[config.mk]
export PLATFORM = sky130hd
export DESIGN_NAME = ex_stage
export DESIGN_NICKNAME = d
export VERILOG_FILES = /design/src/common/ex_pkg.sv /design/src/multiply/mult_datapath.sv /design/src/multiply/mult_fsm.sv /design/src/source/branch_unit.sv /design/src/source/completion_arbiter.sv /design/src/source/ex_stage.sv /design/src/source/int_alu.sv /design/src/source/operand_select.sv
export SDC_FILE = /design/constraint.sdc
export NUM_CORES = 2
export LEC_CHECK = 0
export BUFFER_PORTS_ARGS = -buffer_cell sky130_fd_sc_hd__buf_4
export CORE_ASPECT_RATIO = 0.9
export CORE_MARGIN = 10
export CORE_UTILIZATION = 60
export CTS_CLUSTER_SIZE = 24
export DETAILED_ROUTE_END_ITERATION = 12
export PLACE_DENSITY = 0.79
export SKIP_LAST_GASP = 1
export SYNTH_ARGS = -nofsm -noshare
export SYNTH_HDL_FRONTEND = slang
export SYNTH_SLANG_ARGS = --single-unit
[constraint.sdc]
create_clock -name clock -period 7.3 [get_ports clock]
set_input_delay 2.19 -clock clock [delete_from_list [all_inputs] [get_ports clock]]
set_output_delay 2.19 -clock clock [all_outputs]
set_load 0.05 [all_outputs]
[src/common/ex_pkg.sv]
package ex_pkg;

    //////////////////////////////////////////////////////////////////////
    // widths
    //////////////////////////////////////////////////////////////////////

    localparam int xlen         = 32;
    localparam int rob_idx_bits = 5;
    localparam int reg_idx_bits = 5;

    //////////////////////////////////////////////////////////////////////
    // encodings
    //////////////////////////////////////////////////////////////////////

    // values double as waiting-flag positions in the arbiter
    typedef enum logic [1:0] {
        FU_ALU    = 2'd0,
        FU_MULT   = 2'd1,
        FU_BRANCH = 2'd2
    } fu_kind_e;

    typedef enum logic [3:0] {
        ALU_ADD,
        ALU_SUB,
        ALU_AND,
        ALU_OR,
        ALU_XOR,
        ALU_SLT,
        ALU_SLTU,
        ALU_SLL,
        ALU_SRL,
        ALU_SRA,
        ALU_MUL,
        ALU_MULHU
    } alu_func_e;

    typedef enum logic [1:0] {
        OPA_IS_RS1,
        OPA_IS_NPC,
        OPA_IS_PC,
        OPA_IS_ZERO
    } opa_sel_e;

    typedef enum logic [2:0] {
        OPB_IS_RS2,
        OPB_IS_I_IMM,
        OPB_IS_S_IMM,
        OPB_IS_B_IMM,
        OPB_IS_U_IMM,
        OPB_IS_J_IMM
    } opb_sel_e;

    typedef enum logic [1:0] {
        MS_IDLE,
        MS_RUN,
        MS_DONE
    } mult_state_e;

    //////////////////////////////////////////////////////////////////////
    // packets
    //////////////////////////////////////////////////////////////////////

    typedef struct packed {
        logic [rob_idx_bits-1:0] rob_index;
        logic [reg_idx_bits-1:0] dest_reg_idx;
    } tag_t;

    typedef struct packed {
        logic            valid;
        fu_kind_e        fu_kind;
        alu_func_e       alu_func;
        opa_sel_e        opa_select;
        opb_sel_e        opb_select;
        logic [31:0]     inst;
        logic [xlen-1:0] pc;
        logic [xlen-1:0] npc;
        logic [xlen-1:0] rs1_value;
        logic [xlen-1:0] rs2_value;
        logic            cond_branch;
        logic            uncond_branch;
        tag_t            tag;
    } issue_packet_t;

    // handed from each unit to the arbiter
    typedef struct packed {
        logic            done;
        logic [xlen-1:0] result;
        logic            take_branch;
        tag_t            tag;
    } unit_result_t;

    typedef struct packed {
        logic            valid;
        fu_kind_e        fu_kind;
        logic [xlen-1:0] result;
        logic            take_branch;
        tag_t            tag;
    } ex_result_t;

    //////////////////////////////////////////////////////////////////////
    // sign-extended immediates, rv32 formats
    //////////////////////////////////////////////////////////////////////

    function automatic logic [xlen-1:0] i_imm(input logic [31:0] inst);
        return {{20{inst[31]}}, inst[31:20]};
    endfunction

    function automatic logic [xlen-1:0] s_imm(input logic [31:0] inst);
        return {{20{inst[31]}}, inst[31:25], inst[11:7]};
    endfunction

    function automatic logic [xlen-1:0] b_imm(input logic [31:0] inst);
        return {{19{inst[31]}}, inst[31], inst[7], inst[30:25], inst[11:8], 1'b0};
    endfunction

    function automatic logic [xlen-1:0] u_imm(input logic [31:0] inst);
        return {inst[31:12], 12'b0};
    endfunction

    function automatic logic [xlen-1:0] j_imm(input logic [31:0] inst);
        return {{11{inst[31]}}, inst[31], inst[19:12], inst[20], inst[30:21], 1'b0};
    endfunction

endpackage

[src/multiply/mult_datapath.sv]
module mult_datapath #(
    parameter int mult_bits_per_step = 8
) (
    input  logic                    clock,
    input  logic                    reset,
    input  logic                    load,
    input  logic                    step,
    input  logic                    finish,
    input  logic [ex_pkg::xlen-1:0] opa,
    input  logic [ex_pkg::xlen-1:0] opb,
    input  ex_pkg::tag_t            tag,
    input  logic                    high_half,
    output ex_pkg::unit_result_t    mult_out
);

    localparam int w = ex_pkg::xlen;
    localparam int k = mult_bits_per_step;

    logic [w-1:0]   mcand;
    logic [w-1:0]   mplier;
    logic [2*w-1:0] product;
    logic [w+k-1:0] partial;
    logic [w+k-1:0] upper_sum;

    // next k multiplier bits against the multiplicand
    assign partial   = mcand * mplier[k-1:0];
    // fits in w+k bits, the low bits of the product are still being shifted in
    assign upper_sum = partial + product[2*w-1:w];

    always_ff @(posedge clock) begin
        if (load) begin
            mcand  <= opa;
            mplier <= opb;
        end else if (step) begin
            mplier <= mplier >> k;
        end
    end

    always_ff @(posedge clock) begin
        if (reset) begin
            product <= '0;
        end else if (load) begin
            product <= '0;
        end else if (step) begin
            product <= {upper_sum, product[w-1:k]};
        end
    end

    always_comb begin
        mult_out.done        = finish;
        mult_out.result      = high_half ? product[2*w-1:w] : product[w-1:0];
        mult_out.take_branch = 1'b0;
        mult_out.tag         = tag;
    end

endmodule

[src/multiply/mult_fsm.sv]
module mult_fsm #(
    parameter int mult_bits_per_step = 8
) (
    input  logic                  clock,
    input  logic                  reset,
    input  ex_pkg::issue_packet_t issue,
    output logic                  load,
    output logic                  step,
    output logic                  finish,
    output ex_pkg::tag_t          tag,
    output logic                  high_half
);

    localparam int num_steps  = ex_pkg::xlen / mult_bits_per_step;
    localparam int count_bits = (num_steps > 1) ? $clog2(num_steps) : 1;

    ex_pkg::mult_state_e   state;
    ex_pkg::mult_state_e   next_state;
    logic [count_bits-1:0] step_count;
    logic                  last_step;

    assign load      = (state == ex_pkg::MS_IDLE) && issue.valid &&
                       (issue.fu_kind == ex_pkg::FU_MULT);
    assign step      = (state == ex_pkg::MS_RUN);
    assign finish    = (state == ex_pkg::MS_DONE);
    assign last_step = (step_count == count_bits'(num_steps - 1));

    always_comb begin
        next_state = state;
        case (state)
            ex_pkg::MS_IDLE: begin
                if (load) begin
                    next_state = ex_pkg::MS_RUN;
                end
            end
            ex_pkg::MS_RUN: begin
                if (last_step) begin
                    next_state = ex_pkg::MS_DONE;
                end
            end
            ex_pkg::MS_DONE: begin
                // done is a single cycle
                next_state = ex_pkg::MS_IDLE;
            end
            default: begin
                next_state = ex_pkg::MS_IDLE;
            end
        endcase
    end

    always_ff @(posedge clock) begin
        if (reset) begin
            state      <= ex_pkg::MS_IDLE;
            step_count <= '0;
        end else begin
            state <= next_state;
            if (load) begin
                step_count <= '0;
            end else if (step) begin
                step_count <= step_count + 1'b1;
            end
        end
    end

    // tag and half select ride along with the operation
    always_ff @(posedge clock) begin
        if (load) begin
            tag       <= issue.tag;
            high_half <= (issue.alu_func == ex_pkg::ALU_MULHU);
        end
    end

endmodule

[src/source/branch_unit.sv]
module branch_unit (
    input  ex_pkg::issue_packet_t       issue,
    input  logic [ex_pkg::xlen-1:0]     opa,
    input  logic [ex_pkg::xlen-1:0]     opb,
    output ex_pkg::unit_result_t        branch_out
);

    logic [2:0]              funct3;
    logic                    cond_met;
    logic [ex_pkg::xlen-1:0] target_sum;

    assign funct3     = issue.inst[14:12];
    assign target_sum = opa + opb;

    // comparison picked by funct3 of the b-type encoding
    always_comb begin
        case (funct3)
            3'b000: begin
                cond_met = issue.rs1_value == issue.rs2_value;
            end
            3'b001: begin
                cond_met = issue.rs1_value != issue.rs2_value;
            end
            3'b100: begin
                cond_met = $signed(issue.rs1_value) < $signed(issue.rs2_value);
            end
            3'b101: begin
                cond_met = $signed(issue.rs1_value) >= $signed(issue.rs2_value);
            end
            3'b110: begin
                cond_met = issue.rs1_value < issue.rs2_value;
            end
            3'b111: begin
                cond_met = issue.rs1_value >= issue.rs2_value;
            end
            default: begin
                cond_met = 1'b0;
            end
        endcase
    end

    always_comb begin
        branch_out.done        = issue.valid && (issue.fu_kind == ex_pkg::FU_BRANCH);
        // target is halfword aligned
        branch_out.result      = {target_sum[ex_pkg::xlen-1:1], 1'b0};
        branch_out.take_branch = issue.uncond_branch || (issue.cond_branch && cond_met);
        branch_out.tag         = issue.tag;
    end

endmodule

[src/source/completion_arbiter.sv]
module completion_arbiter (
    input  logic                 clock,
    input  logic                 reset,
    input  ex_pkg::unit_result_t alu_in,
    input  ex_pkg::unit_result_t mult_in,
    input  ex_pkg::unit_result_t branch_in,
    output ex_pkg::ex_result_t   ex_out,
    output logic                 free_alu,
    output logic                 free_mult,
    output logic                 free_branch
);

    localparam int num_units = 3;

    ex_pkg::unit_result_t   unit_in [num_units];
    ex_pkg::unit_result_t   held [num_units];
    logic [num_units-1:0]   done_mask;
    logic [num_units-1:0]   waiting;
    logic [num_units-1:0]   grant_mask;
    logic                   pick_valid;
    ex_pkg::fu_kind_e       pick_kind;
    logic                   grant_valid;
    ex_pkg::fu_kind_e       grant_kind;

    // slots indexed by unit kind
    always_comb begin
        unit_in[ex_pkg::FU_ALU]    = alu_in;
        unit_in[ex_pkg::FU_MULT]   = mult_in;
        unit_in[ex_pkg::FU_BRANCH] = branch_in;
        for (int u = 0; u < num_units; u++) begin
            done_mask[u] = unit_in[u].done;
        end
    end

    always_ff @(posedge clock) begin
        for (int u = 0; u < num_units; u++) begin
            if (unit_in[u].done) begin
                held[u] <= unit_in[u];
            end
        end
    end

    //////////////////////////////////////////////////////////////////////
    // fixed priority: alu, mult, branch
    //////////////////////////////////////////////////////////////////////

    always_comb begin
        pick_valid = |waiting;
        pick_kind  = ex_pkg::FU_ALU;
        grant_mask = '0;
        if (waiting[ex_pkg::FU_ALU]) begin
            pick_kind = ex_pkg::FU_ALU;
        end else if (waiting[ex_pkg::FU_MULT]) begin
            pick_kind = ex_pkg::FU_MULT;
        end else if (waiting[ex_pkg::FU_BRANCH]) begin
            pick_kind = ex_pkg::FU_BRANCH;
        end
        if (pick_valid) begin
            grant_mask[pick_kind] = 1'b1;
        end
    end

    always_ff @(posedge clock) begin
        if (reset) begin
            waiting     <= '0;
            grant_valid <= 1'b0;
            grant_kind  <= ex_pkg::FU_ALU;
        end else begin
            // a new done wins over the grant clear
            waiting     <= (waiting & ~grant_mask) | done_mask;
            grant_valid <= pick_valid;
            grant_kind  <= pick_kind;
        end
    end

    // output from the held slot of the registered grant
    always_comb begin
        ex_out.valid       = grant_valid;
        ex_out.fu_kind     = grant_kind;
        ex_out.result      = held[grant_kind].result;
        ex_out.take_branch = held[grant_kind].take_branch;
        ex_out.tag         = held[grant_kind].tag;
    end

    assign free_alu    = grant_valid && (grant_kind == ex_pkg::FU_ALU);
    assign free_mult   = grant_valid && (grant_kind == ex_pkg::FU_MULT);
    assign free_branch = grant_valid && (grant_kind == ex_pkg::FU_BRANCH);

endmodule

[src/source/ex_stage.sv]
module ex_stage #(
    parameter int mult_bits_per_step = 8
) (
    input  logic                  clock,
    input  logic                  reset,
    input  ex_pkg::issue_packet_t issue,
    output ex_pkg::ex_result_t    ex_out,
    output logic                  free_alu,
    output logic                  free_mult,
    output logic                  free_branch
);

    logic [ex_pkg::xlen-1:0] opa;
    logic [ex_pkg::xlen-1:0] opb;
    ex_pkg::unit_result_t    alu_res;
    ex_pkg::unit_result_t    branch_res;
    ex_pkg::unit_result_t    mult_res;
    logic                    mult_load;
    logic                    mult_step;
    logic                    mult_finish;
    ex_pkg::tag_t            mult_tag;
    logic                    mult_high_half;

    operand_select u_operand_select (
        .issue (issue),
        .opa   (opa),
        .opb   (opb)
    );

    int_alu u_int_alu (
        .issue   (issue),
        .opa     (opa),
        .opb     (opb),
        .alu_out (alu_res)
    );

    branch_unit u_branch_unit (
        .issue      (issue),
        .opa        (opa),
        .opb        (opb),
        .branch_out (branch_res)
    );

    //////////////////////////////////////////////////////////////////////
    // iterative multiplier
    //////////////////////////////////////////////////////////////////////

    mult_fsm #(
        .mult_bits_per_step (mult_bits_per_step)
    ) u_mult_fsm (
        .clock     (clock),
        .reset     (reset),
        .issue     (issue),
        .load      (mult_load),
        .step      (mult_step),
        .finish    (mult_finish),
        .tag       (mult_tag),
        .high_half (mult_high_half)
    );

    mult_datapath #(
        .mult_bits_per_step (mult_bits_per_step)
    ) u_mult_datapath (
        .clock     (clock),
        .reset     (reset),
        .load      (mult_load),
        .step      (mult_step),
        .finish    (mult_finish),
        .opa       (opa),
        .opb       (opb),
        .tag       (mult_tag),
        .high_half (mult_high_half),
        .mult_out  (mult_res)
    );

    completion_arbiter u_completion_arbiter (
        .clock       (clock),
        .reset       (reset),
        .alu_in      (alu_res),
        .mult_in     (mult_res),
        .branch_in   (branch_res),
        .ex_out      (ex_out),
        .free_alu    (free_alu),
        .free_mult   (free_mult),
        .free_branch (free_branch)
    );

endmodule

[src/source/int_alu.sv]
module int_alu (
    input  ex_pkg::issue_packet_t       issue,
    input  logic [ex_pkg::xlen-1:0]     opa,
    input  logic [ex_pkg::xlen-1:0]     opb,
    output ex_pkg::unit_result_t        alu_out
);

    logic [4:0]              shamt;
    logic [ex_pkg::xlen-1:0] alu_result;

    assign shamt = opb[4:0];

    always_comb begin
        alu_result = '0;
        case (issue.alu_func)
            ex_pkg::ALU_ADD:  alu_result = opa + opb;
            ex_pkg::ALU_SUB:  alu_result = opa - opb;
            ex_pkg::ALU_AND:  alu_result = opa & opb;
            ex_pkg::ALU_OR:   alu_result = opa | opb;
            ex_pkg::ALU_XOR:  alu_result = opa ^ opb;
            ex_pkg::ALU_SLT: begin
                alu_result[0] = $signed(opa) < $signed(opb);
            end
            ex_pkg::ALU_SLTU: begin
                alu_result[0] = opa < opb;
            end
            ex_pkg::ALU_SLL:  alu_result = opa << shamt;
            ex_pkg::ALU_SRL:  alu_result = opa >> shamt;
            ex_pkg::ALU_SRA:  alu_result = $signed(opa) >>> shamt;
            default: begin
                // multiply opcodes belong to the multiplier
                alu_result = '0;
            end
        endcase
    end

    // single cycle, done in the issue cycle
    always_comb begin
        alu_out.done        = issue.valid && (issue.fu_kind == ex_pkg::FU_ALU);
        alu_out.result      = alu_result;
        alu_out.take_branch = 1'b0;
        alu_out.tag         = issue.tag;
    end

endmodule

[src/source/operand_select.sv]
module operand_select (
    input  ex_pkg::issue_packet_t       issue,
    output logic [ex_pkg::xlen-1:0]     opa,
    output logic [ex_pkg::xlen-1:0]     opb
);

    // operand a
    always_comb begin
        case (issue.opa_select)
            ex_pkg::OPA_IS_RS1: begin
                opa = issue.rs1_value;
            end
            ex_pkg::OPA_IS_NPC: begin
                opa = issue.npc;
            end
            ex_pkg::OPA_IS_PC: begin
                opa = issue.pc;
            end
            default: begin
                opa = '0;
            end
        endcase
    end

    // operand b, register or one of the immediates in inst
    always_comb begin
        case (issue.opb_select)
            ex_pkg::OPB_IS_RS2: begin
                opb = issue.rs2_value;
            end
            ex_pkg::OPB_IS_I_IMM: begin
                opb = ex_pkg::i_imm(issue.inst);
            end
            ex_pkg::OPB_IS_S_IMM: begin
                opb = ex_pkg::s_imm(issue.inst);
            end
            ex_pkg::OPB_IS_B_IMM: begin
                opb = ex_pkg::b_imm(issue.inst);
            end
            ex_pkg::OPB_IS_U_IMM: begin
                opb = ex_pkg::u_imm(issue.inst);
            end
            ex_pkg::OPB_IS_J_IMM: begin
                opb = ex_pkg::j_imm(issue.inst);
            end
            default: begin
                // encodings 6 and 7 are unused
                opb = '0;
            end
        endcase
    end

endmodule

* Word-level counts from Yosys, hierarchy flattened *
Memory sizes are Yosys's and may differ from the RTL's. A register that Yosys moved wholly into a read port is not among the register bits.
Cells that the tools add are included.

storage, ports and cells
  memory bits (writable) = 132
  bits of input ports = 186
  memories kept = 1
  register bits = 149
  output and inout bits = 49

memory list
  memory                     depth  width  read ports  clocked after Yosys merged registers in  write ports  RTL line                  source
  u_completion_arbiter.held  3      44     1           1                                        2            completion_arbiter.sv:16  ex_pkg::unit_result_t held [num_units];

cells by class
  add/sub/neg operators = 4
  eq/ne operators = 33
  bitwise operators = 6
  multiplexer cells = 27
  shifts and indexed selects = 3
  reductions and logical operators = 22
  order comparisons = 8
  multiply operators = 1

operator list
  operator                                                          number
  31-bit case mux with 8 select lines                               1
  32-bit case mux with 6 select lines                               1
  32-bit less-than comparator                                       4
  32-bit two-way mux                                                3
  32-bit case mux with 3 select lines                               1
  32-bit greater-or-equal comparator                                2
  44-bit two-way mux                                                1
  44-bit OR reduction                                               1
  40-bit by 32-bit adder with 40-bit output                         1
  32-bit by 8-bit multiplier with 40-bit output                     1
  32-bit adder                                                      1
  32-bit bitwise AND                                                1
  32-bit == test                                                    1
  32-bit != test                                                    1
  32-bit OR                                                         1
  32-bit by 5-bit left shift with 32-bit output                     1
  32-bit by 5-bit right shift with 32-bit output                    1
  32-bit by 5-bit >>> shifter with 32-bit output                    1
  32-bit subtractor                                                 1
  32-bit bitwise XOR                                                1
  3-bit == test (second input constant)                             6
  4-bit by 3-bit == test with 1-bit output (second input constant)  4
  2-bit two-way mux                                                 7
  4-bit == test (second input constant)                             3
  other kinds (29)                                                  58

* Longest topological paths before layout *
  word-level depth = 11
  gate-level depth with buffers = 22
  depth with buffers taken out = 21

* Cells and area by module *
A second synthesis with hierarchy kept.

second synthesis, totals
  cell total of the unflattened synthesis = 3589
  area total of the unflattened synthesis = 32038.2 um^2

by module, submodules not included
  module              instances  cells an instance  area each (um^2)
  mult_datapath       1          1460               14154.8
  int_alu             1          1220               8464.4
  completion_arbiter  1          294                5028.6
  branch_unit         1          353                2507.4
  operand_select      1          233                1345.0
  mult_fsm            1          29                 538.0

* Least setup slack after synthesis *
Ideal clock, no wire load.

  path type = input to register
  start = in issue[172] (netlist bit)
  end = mem u_completion_arbiter.held[0][37] (netlist bit), data pin
  setup slack = 1.010 ns
  data required time = 7.041 ns
  path buffers = 3
  library setup time = 0.259 ns
  stages = 19
  data arrival time = 6.031 ns
  cells stage by stage = buf_6 mux2i_1 o22a_1 nor2_4 clkbuf_1 clkbuf_1 ha_1 inv_1 fa_1 nor2_1 o211ai_1 a21oi_1 a221oi_2 o21ai_1 a31oi_1 nor3_1 a311o_1 a211o_1 nand3_1

RTL lines
  what         RTL line                  source
  from (decl)  ex_stage.sv:6             input ex_pkg::issue_packet_t issue,
  to (decl)    completion_arbiter.sv:16

==> results.sh <==
export IMPL_synth_area_per_cell_sq_um=8.59
export IMPL_grt_pass1_vias=27000
export IMPL_layout_drive_gt1_share_pct=15.0
export IMPL_end_kind="register"
export IMPL_postCtsSetupBuffers=0
export IMPL_peakVddDrop_v=0.000340
export IMPL_startpoint_type="input pin"
export IMPL_utilization_pct=68.9
export IMPL_cts_tree="built"
export IMPL_worstSkewPairLatency_ns=0.60
export IMPL_p_int_mw=4.74
export IMPL_io_pins=235
export IMPL_ctsHoldBuffers=0
export IMPL_ys_seq_area_share_pct=25.2
export IMPL_drcViolationCount=0
export IMPL_synthMuxAreaShare_pct=8.45
export IMPL_tns_ns=0
export IMPL_arrival_ns=6.92
export IMPL_ys_warn_count=0
export IMPL_cts_sinks=275
export IMPL_maxSlewHeadroom_pct=20.0
export IMPL_ant_nets=0
export IMPL_start_util_pct=60.6
export IMPL_hold_violations=0
export IMPL_routed_via_count=27700
export IMPL_synth_compound_area_share_pct=17.5
export IMPL_coreArea_sq_mm=0.0491
export IMPL_netlist_area_leader_share_pct=20.3
export IMPL_grt_pass1_wl_um=168000
export IMPL_path_clk_slew_ns=0.06
export IMPL_netlist_cell_type_count=82
export IMPL_switching_power_mw=4.09
export IMPL_switching_share_pct=46.3
export IMPL_gr_total_overflow=0
export IMPL_clkPwrFrac_pct=16.7
export IMPL_synth_top_area_cell="edfxtp_1"
export IMPL_path_class="input pin to register"
export IMPL_fp_dieW_um=255
export IMPL_finalWirelength_um=113000
export IMPL_drv_cap=0
export IMPL_synthAdderAreaFrac_pct=22.5
export IMPL_rsz0062_at_grt="false"
export IMPL_worstMarginPinSlew_ns=1.20
export IMPL_setup_viol=0
export IMPL_hold_path_class="register to register"
export IMPL_slew_viol_final=0
export IMPL_grt_start_max_net_pins=77
export IMPL_gp_congestion=1.12
export IMPL_synth_main_ff_cell="edfxtp_1"
export IMPL_clock_skew_final_ns=0.0278
export IMPL_multi_input_area_sq_mm=0.0200
export IMPL_htreeDepth=1
export IMPL_yosys_top_cells_area="edfxtp_1 (20%), fa_1 (14%), ha_1 (8.1%), nand2_1 (5.4%), mux2i_1 (5.3%)"
export IMPL_io_buffers=227
export IMPL_pwr_share_comb_pct=61.2
export IMPL_root_buffer="clkbuf_16"
export IMPL_fp_dieH_um=231
export IMPL_drt_iter0_drc=3471
export IMPL_via_per_inst=6.36
export IMPL_p_seq_share_pct=22.0
export IMPL_r2r_setup_slack_ns=0.70
export IMPL_nNetsFinal=4300
export IMPL_fin_crit_sh_pct=90.7
export IMPL_async_reset_ff_share_pct=0
export IMPL_seqCellArea_sq_mm=0.00752
export IMPL_powerDensity_mw_per_mm2=261
export IMPL_grt_usage_pct=37.6
export IMPL_cts_made_buffers=30
export IMPL_synth_top_family_by_area="adder cells"
export IMPL_crit_required_ns=7.60
export IMPL_num_rows=77
export IMPL_yosys_area_share_simple_pct=15.9
export IMPL_dpl_hpwl_um=89900
export IMPL_die_area_sq_mm=0.0590
export IMPL_syn_nets=4061
export IMPL_synth_xor_area_share_pct=2.50
export IMPL_leakagePower_nw=15.0
export IMPL_status="finished, final reports clean"
export IMPL_clk_path_buf_depth=3
export IMPL_routedWlPerCell_um=25.8
export IMPL_antenna_found_initial=6
export IMPL_holdWs_ns=0.414
export IMPL_netlist_instances=3468
export IMPL_fill_cells=4070
export IMPL_cp_max_fo=18
export IMPL_ys_seq_elements=275
export IMPL_dr_pass1_iters=6
export IMPL_syn_area_sq_mm=0.0298
export IMPL_cts_resized=0
export IMPL_area_delta_synth_final_pct=13.6
export IMPL_max_freq_ghz=0.151
export IMPL_synth_edf_count=201
export IMPL_min_period_ns=6.62
==> through the flow <==
step | cells | power (mW) | area, sq um | worst slack, ns
after floorplan | 3468 | 5.68 | 29800 | 1.01
after global placement | 4307 | 7.12 | 32900 | 0.422
after CTS | 4363 | 8.71 | 33800 | 0.826
final | 4364 | 8.83 | 33800 | 0.680
after detailed placement | 4307 | 7.22 | 32900 | 0.441
after global routing | 4364 | 9.47 | 33800 | 0.368
==> power groups by stage <==
stage	clock (mW)	sequential, mW	combinational (mW)
final	1.48	1.94	5.41
after global routing	1.54	1.95	5.98
after CTS	1.49	1.94	5.28
after detailed placement	0	1.97	5.25
after global placement	0	1.97	5.15
after floorplan	0	1.89	3.80
==> worst max-delay path, cell delays in order <==
cell and delay, ns:
buf_4 0.15, nor2b_2 0.56, buf_12 0.24, nand2_1 0.06
o21ai_1 0.29, ha_1 0.46, a21oi_1 0.19, o31ai_1 0.11
o31ai_1 0.45, a21oi_1 0.16, buf_4 0.17, a31oi_1 0.36
o41ai_1 0.13, buf_4 0.17, buf_4 0.13, a211oi_1 0.23
o21ai_0 0.13, o311a_1 0.17, o21ai_0 0.56
==> sequential cells by signal, indices dropped and copies added, names as in the netlist, 3 cells and up <==
signal	cells
u_mult_datapath.mcand	32
u_mult_datapath.product	64
u_completion_arbiter.waiting	3
u_mult_datapath.mplier	32
u_mult_fsm.tag	10
u_completion_arbiter.held	126
==> final timing paths <==
check	endpoint	cells after the start	from
worst min register to register	u_completion_arbiter.held[1][9]$_DFFE_PP_	0	u_mult_fsm.tag[9]$_DFFE_PP_
worst max register to register	u_mult_datapath.product[63]$_SDFFE_PP0P_	18	u_mult_datapath.mplier[6]$_DFFE_PP_
worst min-delay path	u_completion_arbiter.held[1][9]$_DFFE_PP_	0	u_mult_fsm.tag[9]$_DFFE_PP_
worst max-delay path	u_completion_arbiter.held[0][11]$_DFFE_PP_	19	issue[176]
==> logic make-up after synthesis <==
group | Yosys count
multiplexers | 228
adder cells (fa/ha/maj) | 407
buffers and inverters | 607
flip-flops | 275
AND/OR/NAND/NOR | 1021
AO/OA/AOI/OAI | 845
XOR/XNOR | 85
==> synth_stat cells, types with 9 or more instances <==
master	count
a211oi_1	21
a21o_1	39
a21oi_1	275
a221o_1	9
a221oi_1	20
a22oi_1	16
a31oi_1	20
and2_1	180
and3_1	10
buf_1	22
buf_2	34
clkbuf_1	127
dfxtp_1	74
edfxtp_1	201
fa_1	214
ha_1	193
inv_1	410
mux2_2	55
mux2i_1	159
mux4_2	13
nand2_1	425
nand2b_1	24
nand3_1	47
nand4_1	19
nor2_1	202
nor2b_1	22
nor3_1	46
o211ai_1	40
o21ai_0	212
o21ai_1	20
o21bai_1	27
o221ai_1	21
o22ai_1	26
o31ai_1	17
xnor2_1	64
xor2_1	21
==> placed cells by master, fill, tap and decap left out, types with 39 or more instances in the layout <==
cell type,instances
a21o_1,39
mux2_2,55
o21ai_0,212
buf_4,398
nor3_1,44
fa_1,214
nand3_1,47
inv_1,409
nor2_1,202
and2_1,180
o211ai_1,40
dfxtp_1,72
a21oi_1,273
ha_1,193
mux2i_1,159
nand2_1,424
edfxtp_1,201
xnor2_1,64
==> layer usage <==
metal  vias up  routed length [um]  GRT usage [%]
li1      12400                   -              -
met1     13300               42700           49.3
met2      1746               47000           54.4
met3       334               13700           9.01
met4         4                9100           25.6
met5         -                  30              0
==> area by class of cell <==
cell class / count / share of cell area [%]
well taps: 632 / 2.34
clock inverters: 16 / 0.381
repair buffers: 399 / 8.89
multi-input cells: 2586 / 59.1
inverters: 415 / 4.60
flip-flops and latches: 275 / 22.2
clock buffers: 40 / 2.48
diodes: 1 / 0.00740
Note: power is estimated with default switching activity, not from simulation.
